**src/verilog/port_dma_pkg.sv**
```systemverilog
package port_dma_pkg;

    ////////////////////
    // widths
    ////////////////////

    localparam int DATA_W = 32;
    localparam int ADDR_W = 16;
    localparam int CNT_W  = 7;
    localparam int PORT_W = 4;

    // header layout
    // src_port 21:18, length 17:7, priority 6:4, dest_port 3:0
    localparam int HDR_LEN_LSB = 7;
    localparam int HDR_LEN_MSB = 17;
    // priority plus destination port
    localparam int HDR_ROUTE_W = 7;

    // 16 bytes per cell
    localparam int CELL_BYTES_LOG2 = 4;

    // free list sizing
    localparam int FP_INIT_ENTRIES = 128;
    localparam int FP_DEPTH        = 256;

    // descriptor is first address, cell count, route bits
    localparam int DESC_W = ADDR_W + CNT_W + HDR_ROUTE_W;

    ////////////////////
    // types
    ////////////////////

    typedef logic [DATA_W-1:0] data_t;
    typedef logic [ADDR_W-1:0] addr_t;
    typedef logic [CNT_W-1:0]  cnt_t;
    typedef logic [PORT_W-1:0] port_t;
    typedef logic [DESC_W-1:0] desc_t;

    // packet writer states
    typedef enum logic [2:0] {
        WR_IDLE,
        WR_REQUEST,
        WR_WAIT_READY,
        WR_HEADER,
        WR_BODY,
        WR_DONE
    } writer_state_t;

    // free list refill request states
    typedef enum logic [1:0] {
        RF_IDLE,
        RF_ASK,
        RF_HOLD
    } refill_state_t;

endpackage
```
**src/verilog/port_sgdma.sv**
```systemverilog
`timescale 1ns/100ps

module port_sgdma #(
    parameter port_dma_pkg::port_t P_PORT = '0
) (
    input  logic                i_clk,
    input  logic                i_rst_n,
    input  logic                i_locked,
    // input FIFO
    input  port_dma_pkg::data_t i_dat,
    input  logic                i_empty,
    output logic                o_rd_en,
    // crossbar
    output port_dma_pkg::desc_t o_cb_din,
    output logic                o_cb_wr_en,
    input  logic                i_cb_full,
    // MMU write side
    output logic                o_mmu_wr_req,
    output port_dma_pkg::port_t o_sram_sel,
    output logic                o_mmu_wr_en,
    output port_dma_pkg::addr_t o_mmu_wr_addr,
    output port_dma_pkg::data_t o_mmu_wr_dat,
    output logic                o_mmu_wr_done,
    input  logic                i_mmu_wr_ready,
    // MMU refill side
    input  logic                i_mmu_malloc_done,
    input  logic                i_fp_wr_en,
    input  port_dma_pkg::addr_t i_fp_wr_dat,
    output logic                o_aply_req,
    output port_dma_pkg::cnt_t  o_length
);

    // free list to writer
    port_dma_pkg::addr_t fp_addr;
    logic                fp_empty;
    logic                fp_pop;
    // writer to refill
    logic                pkt_start;
    port_dma_pkg::cnt_t  pkt_cells;

    // memory region is this port
    assign o_sram_sel = P_PORT;

    ////////////////////
    // free address supply
    ////////////////////

    free_ptr_list #(
        .P_PORT (P_PORT)
    ) u_fp (
        .i_clk             (i_clk),
        .i_rst_n           (i_rst_n),
        .i_locked          (i_locked),
        .i_pop             (fp_pop),
        .i_fp_wr_en        (i_fp_wr_en),
        .i_fp_wr_dat       (i_fp_wr_dat),
        .i_pkt_start       (pkt_start),
        .i_pkt_cells       (pkt_cells),
        .i_mmu_malloc_done (i_mmu_malloc_done),
        .o_addr            (fp_addr),
        .o_empty           (fp_empty),
        .o_aply_req        (o_aply_req),
        .o_length          (o_length)
    );

    ////////////////////
    // cell writer
    ////////////////////

    cell_writer u_wr (
        .i_clk          (i_clk),
        .i_rst_n        (i_rst_n),
        .i_locked       (i_locked),
        .i_empty        (i_empty),
        .i_dat          (i_dat),
        .i_fp_addr      (fp_addr),
        .i_fp_empty     (fp_empty),
        .i_cb_full      (i_cb_full),
        .i_mmu_wr_ready (i_mmu_wr_ready),
        .o_rd_en        (o_rd_en),
        .o_fp_pop       (fp_pop),
        .o_mmu_wr_req   (o_mmu_wr_req),
        .o_mmu_wr_en    (o_mmu_wr_en),
        .o_mmu_wr_addr  (o_mmu_wr_addr),
        .o_mmu_wr_dat   (o_mmu_wr_dat),
        .o_mmu_wr_done  (o_mmu_wr_done),
        .o_cb_din       (o_cb_din),
        .o_cb_wr_en     (o_cb_wr_en),
        .o_pkt_start    (pkt_start),
        .o_pkt_cells    (pkt_cells)
    );

endmodule

```
**src/verilog/cell_writer.sv**
```systemverilog
`timescale 1ns/100ps

module cell_writer (
    input  logic                i_clk,
    input  logic                i_rst_n,
    input  logic                i_locked,
    input  logic                i_empty,
    input  port_dma_pkg::data_t i_dat,
    input  port_dma_pkg::addr_t i_fp_addr,
    input  logic                i_fp_empty,
    input  logic                i_cb_full,
    input  logic                i_mmu_wr_ready,
    output logic                o_rd_en,
    output logic                o_fp_pop,
    output logic                o_mmu_wr_req,
    output logic                o_mmu_wr_en,
    output port_dma_pkg::addr_t o_mmu_wr_addr,
    output port_dma_pkg::data_t o_mmu_wr_dat,
    output logic                o_mmu_wr_done,
    output port_dma_pkg::desc_t o_cb_din,
    output logic                o_cb_wr_en,
    output logic                o_pkt_start,
    output port_dma_pkg::cnt_t  o_pkt_cells
);

    localparam int LEN_W = port_dma_pkg::HDR_LEN_MSB - port_dma_pkg::HDR_LEN_LSB + 1;
    localparam int FRAC_W = port_dma_pkg::CELL_BYTES_LOG2;

    port_dma_pkg::writer_state_t state;
    // body cells still to write
    port_dma_pkg::cnt_t          body_left;
    logic [LEN_W-1:0]            hdr_len;
    logic [LEN_W-1:0]            len_cells;
    port_dma_pkg::cnt_t          hdr_cells;
    logic                        src_ready;
    logic                        start_ok;
    logic                        hdr_pop;
    logic                        cell_pop;

    ////////////////////
    // header parse
    ////////////////////

    assign hdr_len = i_dat[port_dma_pkg::HDR_LEN_MSB:port_dma_pkg::HDR_LEN_LSB];

    // payload bytes to cells, rounded up
    assign len_cells = (hdr_len >> FRAC_W)
                     + LEN_W'(|hdr_len[FRAC_W-1:0]);

    // plus the header cell
    assign hdr_cells = port_dma_pkg::cnt_t'(len_cells + LEN_W'(1));

    ////////////////////
    // pops and strobes
    ////////////////////

    // a cell moves only with a word and a free address both present
    assign src_ready = !i_empty && !i_fp_empty;
    // crossbar space and clock lock checked at packet start only
    assign start_ok  = i_locked && src_ready && !i_cb_full;

    assign hdr_pop  = (state == port_dma_pkg::WR_HEADER) && src_ready;
    assign cell_pop = hdr_pop || ((state == port_dma_pkg::WR_BODY) && src_ready);

    // input word and free address always leave together
    assign o_rd_en  = cell_pop;
    assign o_fp_pop = cell_pop;

    assign o_mmu_wr_req = (state == port_dma_pkg::WR_REQUEST);

    // refill side sees the count while the header is consumed
    assign o_pkt_start = hdr_pop;
    assign o_pkt_cells = hdr_cells;

    ////////////////////
    // packet FSM
    ////////////////////

    always_ff @(posedge i_clk or negedge i_rst_n) begin
        if (!i_rst_n) begin
            state         <= port_dma_pkg::WR_IDLE;
            body_left     <= '0;
            o_mmu_wr_en   <= 1'b0;
            o_cb_wr_en    <= 1'b0;
            o_mmu_wr_done <= 1'b0;
        end else begin
            // write follows its pop by one cycle
            o_mmu_wr_en   <= cell_pop;
            // descriptor goes out with the header write
            o_cb_wr_en    <= hdr_pop;
            // done lands one cycle after the last write
            o_mmu_wr_done <= (state == port_dma_pkg::WR_DONE);
            case (state)
                port_dma_pkg::WR_IDLE: begin
                    if (start_ok) begin
                        state <= port_dma_pkg::WR_REQUEST;
                    end
                end
                port_dma_pkg::WR_REQUEST: begin
                    // one-cycle request to the MMU
                    state <= port_dma_pkg::WR_WAIT_READY;
                end
                port_dma_pkg::WR_WAIT_READY: begin
                    if (i_mmu_wr_ready) begin
                        state <= port_dma_pkg::WR_HEADER;
                    end
                end
                port_dma_pkg::WR_HEADER: begin
                    if (hdr_pop) begin
                        body_left <= hdr_cells - 1'b1;
                        // header-only packet skips the body
                        if (hdr_cells == port_dma_pkg::cnt_t'(1)) begin
                            state <= port_dma_pkg::WR_DONE;
                        end else begin
                            state <= port_dma_pkg::WR_BODY;
                        end
                    end
                end
                port_dma_pkg::WR_BODY: begin
                    // holds without a pop when either source runs dry
                    if (cell_pop) begin
                        body_left <= body_left - 1'b1;
                        if (body_left == port_dma_pkg::cnt_t'(1)) begin
                            state <= port_dma_pkg::WR_DONE;
                        end
                    end
                end
                port_dma_pkg::WR_DONE: begin
                    state <= port_dma_pkg::WR_IDLE;
                end
                default: begin
                    state <= port_dma_pkg::WR_IDLE;
                end
            endcase
        end
    end

    ////////////////////
    // write and descriptor data
    ////////////////////

    always_ff @(posedge i_clk) begin
        if (cell_pop) begin
            o_mmu_wr_addr <= i_fp_addr;
            o_mmu_wr_dat  <= i_dat;
        end
        // first address, count, priority and dest port
        if (hdr_pop) begin
            o_cb_din <= {i_fp_addr, hdr_cells, i_dat[port_dma_pkg::HDR_ROUTE_W-1:0]};
        end
    end

endmodule

```
**src/verilog/free_ptr_list.sv**
```systemverilog
`timescale 1ns/100ps

module free_ptr_list #(
    parameter port_dma_pkg::port_t P_PORT = '0
) (
    input  logic                i_clk,
    input  logic                i_rst_n,
    input  logic                i_locked,
    input  logic                i_pop,
    input  logic                i_fp_wr_en,
    input  port_dma_pkg::addr_t i_fp_wr_dat,
    input  logic                i_pkt_start,
    input  port_dma_pkg::cnt_t  i_pkt_cells,
    input  logic                i_mmu_malloc_done,
    output port_dma_pkg::addr_t o_addr,
    output logic                o_empty,
    output logic                o_aply_req,
    output port_dma_pkg::cnt_t  o_length
);

    localparam int PTR_W  = $clog2(port_dma_pkg::FP_DEPTH);
    localparam int IDX_W  = $clog2(port_dma_pkg::FP_INIT_ENTRIES);
    localparam int FILL_W = IDX_W + 1;
    localparam int PAD_W  = port_dma_pkg::ADDR_W - port_dma_pkg::PORT_W - IDX_W;

    port_dma_pkg::addr_t mem [port_dma_pkg::FP_DEPTH];
    logic [PTR_W-1:0]    wr_ptr;
    logic [PTR_W-1:0]    rd_ptr;
    logic [PTR_W:0]      used;
    logic                full;
    logic [FILL_W-1:0]   fill_cnt;
    logic                fill_busy;
    port_dma_pkg::addr_t fill_addr;
    logic                push;
    port_dma_pkg::addr_t push_dat;
    logic                pull;

    port_dma_pkg::refill_state_t rf_state;
    logic                        pend_vld;
    port_dma_pkg::cnt_t          pend_cells;
    logic                        take_pend;
    logic                        park;

    ////////////////////
    // power-up fill
    ////////////////////

    // fill runs until exactly FP_INIT_ENTRIES were written
    assign fill_busy = (fill_cnt != FILL_W'(port_dma_pkg::FP_INIT_ENTRIES));
    // port in the top bits, index in the low bits
    assign fill_addr = {P_PORT, {PAD_W{1'b0}}, fill_cnt[IDX_W-1:0]};

    always_ff @(posedge i_clk or negedge i_rst_n) begin
        if (!i_rst_n) begin
            fill_cnt <= '0;
        end else if (fill_busy && push) begin
            fill_cnt <= fill_cnt + 1'b1;
        end
    end

    ////////////////////
    // address FIFO
    ////////////////////

    // write port belongs to the fill first, then to the MMU
    assign push     = fill_busy ? (i_locked && !full) : (i_fp_wr_en && !full);
    assign push_dat = fill_busy ? fill_addr : i_fp_wr_dat;
    assign pull     = i_pop && !o_empty;

    assign full    = (used == (PTR_W + 1)'(port_dma_pkg::FP_DEPTH));
    assign o_empty = (used == '0);
    // head word always visible
    assign o_addr  = mem[rd_ptr];

    always_ff @(posedge i_clk) begin
        if (push) begin
            mem[wr_ptr] <= push_dat;
        end
    end

    always_ff @(posedge i_clk or negedge i_rst_n) begin
        if (!i_rst_n) begin
            wr_ptr <= '0;
            rd_ptr <= '0;
            used   <= '0;
        end else begin
            if (push) begin
                wr_ptr <= wr_ptr + 1'b1;
            end
            if (pull) begin
                rd_ptr <= rd_ptr + 1'b1;
            end
            case ({push, pull})
                2'b10:   used <= used + 1'b1;
                2'b01:   used <= used - 1'b1;
                default: used <= used;
            endcase
        end
    end

    ////////////////////
    // refill request
    ////////////////////

    // a start seen while busy waits in a one-entry slot
    assign take_pend = (rf_state == port_dma_pkg::RF_IDLE) && pend_vld;
    assign park      = i_pkt_start && !((rf_state == port_dma_pkg::RF_IDLE) && !pend_vld);

    always_ff @(posedge i_clk or negedge i_rst_n) begin
        if (!i_rst_n) begin
            pend_vld <= 1'b0;
        end else if (park) begin
            pend_vld <= 1'b1;
        end else if (take_pend) begin
            pend_vld <= 1'b0;
        end
    end

    always_ff @(posedge i_clk) begin
        if (park) begin
            pend_cells <= i_pkt_cells;
        end
    end

    always_ff @(posedge i_clk or negedge i_rst_n) begin
        if (!i_rst_n) begin
            rf_state <= port_dma_pkg::RF_IDLE;
            o_length <= '0;
        end else begin
            case (rf_state)
                port_dma_pkg::RF_IDLE: begin
                    // older parked start goes first
                    if (pend_vld) begin
                        o_length <= pend_cells;
                        rf_state <= port_dma_pkg::RF_ASK;
                    end else if (i_pkt_start) begin
                        o_length <= i_pkt_cells;
                        rf_state <= port_dma_pkg::RF_ASK;
                    end
                end
                port_dma_pkg::RF_ASK: begin
                    rf_state <= port_dma_pkg::RF_HOLD;
                end
                port_dma_pkg::RF_HOLD: begin
                    if (i_mmu_malloc_done) begin
                        rf_state <= port_dma_pkg::RF_IDLE;
                    end
                end
                default: begin
                    rf_state <= port_dma_pkg::RF_IDLE;
                end
            endcase
        end
    end

    // request level from ask through the done cycle
    assign o_aply_req = (rf_state != port_dma_pkg::RF_IDLE);

endmodule

```
**config.mk**
```make
export PLATFORM = sky130hd
export DESIGN_NAME = port_sgdma
export DESIGN_NICKNAME = d
export VERILOG_FILES = /design/src/verilog/port_dma_pkg.sv /design/src/verilog/port_sgdma.sv /design/src/verilog/cell_writer.sv /design/src/verilog/free_ptr_list.sv
export SDC_FILE = /design/constraint.sdc
export NUM_CORES = 2
export LEC_CHECK = 0
export BUFFER_PORTS_ARGS = -buffer_cell sky130_fd_sc_hd__buf_2
export CORE_UTILIZATION = 45
export CTS_CLUSTER_SIZE = 12
export DETAILED_ROUTE_END_ITERATION = 8
export SLEW_MARGIN = 20
export SYNTH_ARGS = -nofsm -noshare
export SYNTH_HDL_FRONTEND = slang
export SYNTH_SLANG_ARGS = --single-unit
```
**constraint.sdc**
```tcl
create_clock -name i_clk -period 28.8 [get_ports i_clk]
set_clock_uncertainty 0.2 [all_clocks]
set_input_delay 4.32 -clock i_clk [delete_from_list [all_inputs] [get_ports i_clk]]
set_output_delay 4.32 -clock i_clk [all_outputs]
set_load 0.1 [all_outputs]
```
### Word-level counts from Yosys, hierarchy flattened

Memories as Yosys holds them, arrays and structs flattened.
Index checks and enable logic that the tools add are counted.

| operators by class | value |
|---|---|
| add/sub/neg operators | 9 |
| multiply operators | 0 |
| divide/modulo/power cells | 0 |
| order comparisons | 0 |
| equal/unequal tests | 20 |
| shift-type cells | 0 |
| mux-type cells | 23 |
| bitwise operators | 0 |
| reduce and logical (&&, ||, !) cells | 32 |

Operators by type and width:

| kind | number |
|---|---|
| 7-bit 2-to-1 mux | 4 |
| 8-bit by 1-bit adder with 8-bit output (second input constant) | 3 |
| 9-bit one-hot mux with 2 select lines | 1 |
| 16-bit 2-to-1 mux | 1 |
| 3-bit 2-to-1 mux | 5 |
| 3-bit one-hot mux with 5 select lines | 1 |
| 7-bit by 1-bit equality test with 1-bit output (second input constant) | 2 |
| 7-bit one-hot mux with 2 select lines | 1 |
| 7-bit by 1-bit subtractor with 7-bit output (second input constant) | 2 |
| 1-bit logical AND | 12 |
| 2-bit inequality test (second input constant) | 5 |
| 2-bit nonzero test | 5 |
| 9-bit by 1-bit adder with 9-bit output (second input constant) | 1 |
| 9-bit equality test (second input constant) | 1 |
| 9-bit logical NOT | 1 |
| 9-bit by 1-bit subtractor with 9-bit output (second input constant) | 1 |
| 8-bit inequality test (second input constant) | 1 |
| 7-bit by 1-bit adder with 7-bit output | 1 |
| 7-bit by 1-bit adder with 7-bit output (second input constant) | 1 |
| 3-bit by 2-bit equality test with 1-bit output (second input constant) | 2 |
| 3-bit equality test (second input constant) | 2 |
| 1-bit logical NOT | 6 |
| 1-bit 2-to-1 mux | 6 |
| 2-bit 2-to-1 mux | 3 |
| 13 further kinds | 16 |

| storage, ports and cells | value |
|---|---|
| register bits | 141 |
| latch bits | 0 |
| RAM bits | 4096 |
| bits in read-only memories | 0 |
| input bits | 56 |
| output and inout bits | 95 |
| word-level logic and storage cells | 101 |
| memories kept | 1 |

Memory list:

| name | words | bits a word | read ports | clocked after memory_dff | wr ports | RTL line | source |
|---|---|---|---|---|---|---|---|
| u_fp.mem | 256 | 16 | 1 | 0 | 1 | free_ptr_list.sv:26 | `port_dma_pkg::addr_t mem [port_dma_pkg::FP_DEPTH];` |

### Depth between registers and ports, before layout

| depth | value |
|---|---|
| depth after elaboration | 8 |
| mapped depth | 17 |
| mapped depth without buffers | 16 |

### Cells and area by module

A second synthesis with hierarchy kept.

| unflattened totals | value |
|---|---|
| cell total of the unflattened synthesis | 7246 |
| area, all modules | 162478.3 um2 |

By module, submodules not included:

| module | instances | cells each | area an instance (um2) | sequential area each (um2) |
|---|---|---|---|---|
| free_ptr_list | 1 | 7047 | 159040.0 | 124284.2 |
| cell_writer | 1 | 194 | 3404.5 | 2667.6 |
| port_sgdma | 1 | 5 | 33.8 | 0.0 |

### Worst setup path after synthesis

OpenSTA, ideal clock, no wires.

| timing path | value |
|---|---|
| path type | reg-to-reg |
| from | register u_fp.fill_cnt[2] |
| to | memory u_fp.mem[0][0] in the netlist's numbering, data pin |
| setup time | 2.188 ns |
| arrival time | 10.897 ns |
| data required time | 26.412 ns |
| slack | 15.515 ns |
| cell stages (with the launch flop) | 6 |
| path buffers | 2 |
| clock period less this slack | 13.285 ns |
| cells stage by stage | dfrtp_1 -> clkbuf_1 -> nor4b_1 -> and3_1 -> clkbuf_1 -> o21ai_0 |

| on the way | value |
|---|---|
| cells in the longest elaborated chain, start to end | 2 |

RTL lines:

| item | RTL line | source |
|---|---|---|
| from (decl) | free_ptr_list.sv:31 | `logic [FILL_W-1:0] fill_cnt;` |
| from (signal assigned) | free_ptr_list.sv:57 | `fill_cnt <= fill_cnt + 1'b1;` |
| 8-bit inequality test | free_ptr_list.sv:49 | `assign fill_busy = (fill_cnt != FILL_W'(port_dma_pkg::FP_INIT_ENTRIES));` |
| 16-bit 2-to-1 mux | free_ptr_list.sv:67 | `assign push_dat = fill_busy ? fill_addr : i_fp_wr_dat;` |
| via u_fp.push_dat[0] | free_ptr_list.sv:35 | `port_dma_pkg::addr_t push_dat;` |
| to (decl) | free_ptr_list.sv:26 |  |

The timed path passes the listed nets, and every way through them passes these cells.

### Final worst setup path

| timing path | value |
|---|---|
| from | input i_empty |
| to | output o_rd_en |

| on the way | value |
|---|---|
| cells in the longest elaborated chain, start to end | 4 |
| elaborated cells between the ends (all ways) | 5 |
| those cells by class | reduce/logical (5) |

RTL lines:

| item | RTL line | source |
|---|---|---|
| from (decl) | port_sgdma.sv:11 | `input logic i_empty,` |
| 1-bit logical NOT (*) | cell_writer.sv:58 | `assign src_ready = !i_empty && !i_fp_empty;` |
| 1-bit logical AND (*) | cell_writer.sv:58 |  |
| 1-bit logical AND (on tied branches) | cell_writer.sv:62, cell_writer.sv:63 |  |
| 1-bit logical OR (*) | cell_writer.sv:63 | `assign cell_pop = hdr_pop \|\| ((state == port_dma_pkg::WR_BODY) && src_ready);` |
| to (decl) | port_sgdma.sv:12 | `output logic o_rd_en,` |

Mark *: on every way between the ends. The rest lies on a longest branch, timed or not.

==> results.md <==
* Required time worst endpoint at 24.28 ns
* Clk Latency, worst-skew pair at 1.00 ns
* Slew Viols, Final at 0
* Vias in the first global route at 80792
* Worst r2r dst: u_wr.o_cb_din[16]
* Final Critical Period at 10.46 ns
* Crit. End Element: output port
* H-tree lvl count at 5
* DR vias at 82467
* DRT iter0 DRCs at 11697
* Power share of the clock group at 30.2%
* Yosys Warn Count at 0
* Drt wl/cell at 35.3 µm
* Comb pwr share at 26.1%
* GPL Wtd Cong at 0.867
* # clock sinks at 4237
* Arrival time at the worst endpoint at 5.94 ns
* Crit-path cells: buf_2, nor2_1, o21ai_0, buf_4, clkinv_2, buf_2
* Global Route Usage Sum at 25.1%
* Worst path max stage delay at 0.52 ns
* Postcts setup bufs at 0
* Largest net degree at the start of global routing at 154
* Top area cells in the synthesized netlist: edfxtp_1 (77%), mux4_2 (12%), mux2i_1 (2.6%)
* Post-DP HPWL at 281000 µm
* Clock slew seen by the registers of the worst setup and hold paths at 0.06 ns
* Number of synthesized flops with an enable pin at 4181
* Setup_tns at 0 ns
* Sw Share at 32.3%
* Post-synth top area cell: edfxtp_1
* Initial antenna violation count at 28
* Top-area cell type share of the netlist area at 76.9%
* Die Y at 604 µm
* Crit path max-delay family: buffers and inverters
* CTS tree: done
* Worst-path maximum fanout at 25
* Mapped Area at 163000 µm²
* Layout area overhead at 12.4%
* Buf/Inv on CP at 4
* Worst reg-to-reg path cell count at 11
* Resized Gates After CTS at 0
* Slowest-stage cell, CP: buf_2
* Syn_area_per_cell at 21.6 µm²
* Core area at 360000 µm²
* Routed Wire Length at 465000 µm
* Flops & latches, synth at 4237
* Internal at 11.3 mW
* Post-synthesis sequential area ratio at 77.7%
* Final period util at 36.3%
* Worst slack at placement at 18.35 ns
* Cts bufs inserted at 423
* GRT overflow at 0
* Fin. Hold Viols at 0
* Die W at 604 µm
* Slew margin rel. at 18.7%
* Hold Path Cell Cnt at 1
* R2r setup slk at 21.11 ns
* Min-Delay Endpoint: u_fp.fill_cnt[7]
* P_sw at 5.42 mW
* Critical Path Source Type: input pin
* Fraction of registers with async set/reset at 1.32%
* Worst Hold Class: register to register
* Worst Setup Slack, final at 18.34 ns
* Final setup violation count at 0
* Worst-Margin Slew at 1.21 ns
* Clk buf depth at 4
* Fmax at 0.0956 GHz
* Number of fill cells at 28130
* CTS Hold Buffers Added at 0
* FP Rows at 220
* Cell mode on critical path: buf_2
* FF-to-FF Start: u_fp.rd_ptr[0]
* Final net count at 8201
* Leakage at 59.4 nW
* Cells after synthesis at 7574
* Ys flop type: edfxtp_1
* TritonRoute pass-1 iters at 6
* Layout cells sized above 1 at 25.2%
* Crit Path Category: input pin to output port
* Status: finished, final reports clean
* Number of port buffers at 146
* Via/cell ratio at 6.26
* P per Cell Area at 91.3 nW/µm²
* DIE AREA at 365000 µm²
* VDD IR max at 0.0000682 V
* First-pass GRT wire length at 642000 µm
* Max-Cap Viols at 0
* Root Buffer: clkbuf_16
* Final ANT Viol Nets at 0
* RSZ-0062 raised after global routing: false
* Starting Density at 45.4%
* # IOs at 151
* Setup crit start: i_empty
* Min-delay src: u_fp.fill_cnt[7]
* Post-route DRC at 0
* Library cells used by synthesis at 77
* Sequential share of power at 43.7%
==> sequential cells by signal (all words and copies together) (netlist names), 2 cells and up <==
name / flops
u_wr.body_left: 7
u_wr.o_cb_din: 30
u_fp.pend_cells: 7
u_wr.o_mmu_wr_dat: 32
u_fp.fill_cnt: 8
u_fp.mem: 4096
u_wr.o_mmu_wr_addr: 16
u_fp.wr_ptr: 8
u_fp.rf_state: 2
u_fp.used: 9
u_fp.o_length: 7
u_fp.rd_ptr: 8
u_wr.state: 3
==> cell usage after synthesis (56+ instances only) <==
master / instances
edfxtp_1: 4181
mux4_2: 877
mux2i_1: 418
nor2_1: 330
clkbuf_1: 170
a21oi_1: 168
buf_2: 139
a22oi_1: 138
nand2_1: 128
o21ai_0: 91
o22ai_1: 82
a221oi_1: 78
a211oi_1: 74
nand3_1: 61
buf_6: 58
dfrtp_1: 56
==> cell type report <==
cell class	instances	area, µm²	share of cell area, %
antenna	9	22.5	0.0123
clock buffer	550	11200	6.11
clock inverter	135	1070	0.582
inverter	29	118	0.0641
multi-input combinational	2867	34100	18.6
sequential	4237	127000	69.2
tap	4773	5970	3.25
timing repair buffer	565	4090	2.23
==> how the worst max path moves through the flow <==
stage | endpoint | slack (ns) | cells past startpoint
3_5_place_dp | o_rd_en | 18.35 | 6
5_1_grt | o_rd_en | 18.21 | 6
6_report | o_rd_en | 18.34 | 6
2_1_floorplan | u_fp.mem[0][0] | 15.51 | 5
4_1_cts | o_rd_en | 18.34 | 6
3_3_place_gp | o_rd_en | 18.22 | 6
==> logic make-up after synthesis <==
logic type	Yosys count	share of synthesized area (%)
other	1	0.00230
AO/OA/AOI/OAI	821	3.50
adder cells (fa/ha/maj)	23	0.179
flip-flops	4237	77.7
multiplexers	1317	14.9
XOR/XNOR	37	0.198
buffers and inverters	473	1.71
AND/OR/NAND/NOR	665	1.81
==> per-layer routing <==
layer / global-route usage (%) / share of wire (%) / routed length (µm)
met4: 9.30 / 4.2 / 19400
met1: 35.6 / 40 / 185000
met5: 0 / 0.025 / 114
met2: 38.4 / 46 / 213000
met3: 5.60 / 10 / 46800
==> power groups by stage <==
stage	logic [mW]	clock network [mW]	registers [mW]
2_1_floorplan	2.53	0	7.76
3_3_place_gp	4.33	0	7.45
3_5_place_dp	4.37	0	7.46
4_1_cts	4.38	5.12	7.33
5_1_grt	4.52	5.33	7.34
6_report	4.38	5.06	7.33
==> layout by cell type (no fill, tap or decap), types with 10 or more instances in the layout <==
master / Yosys / routed
nor3_1: 27 / 27
nand2_1: 128 / 127
clkbuf_16: 0 / 428
a22o_1: 26 / 26
o22ai_1: 82 / 82
nor2_2: 0 / 77
edfxtp_1: 4181 / 4181
buf_12: 8 / 15
clkinv_2: 0 / 30
nand3_1: 61 / 49
ha_1: 21 / 21
nand2b_1: 12 / 11
a221oi_1: 78 / 78
a21oi_1: 168 / 167
a22oi_1: 138 / 138
buf_2: 139 / 145
clkinv_1: 0 / 74
o221ai_1: 27 / 27
nor2b_1: 26 / 20
mux2i_1: 418 / 418
xnor2_1: 26 / 25
nand3_2: 2 / 13
buf_4: 42 / 402
and2_4: 0 / 10
nand4_1: 15 / 15
clkbuf_1: 170 / 117
o21ai_0: 91 / 87
a31oi_1: 17 / 17
mux2_2: 15 / 15
dfrtp_1: 56 / 49
mux4_2: 877 / 877
nor2_1: 330 / 246
a211oi_1: 74 / 70
o2111ai_1: 10 / 10
o31ai_1: 13 / 12
inv_1: 29 / 27
xor2_1: 11 / 11
==> stage by stage <==
| stage | power, mW | area (µm²) | hold WS (ns) | util (%) | instances |
|---|---|---|---|---|---|
| after global routing | 17.2 | 184000 | 0.294 | 51.0 | 13158 |
| final | 16.8 | 184000 | 0.269 | 51.0 | 13165 |
| after floorplan | 10.3 | 163000 | 0.237 | - | 7577 |
| after detailed placement | 11.8 | 171000 | 0.257 | 47.6 | 12469 |
| after CTS | 16.8 | 183000 | 0.270 | 51.0 | 13154 |
| after global placement | 11.8 | 171000 | 0.254 | 47.5 | 12467 |
(Power assumes the default switching activity.)
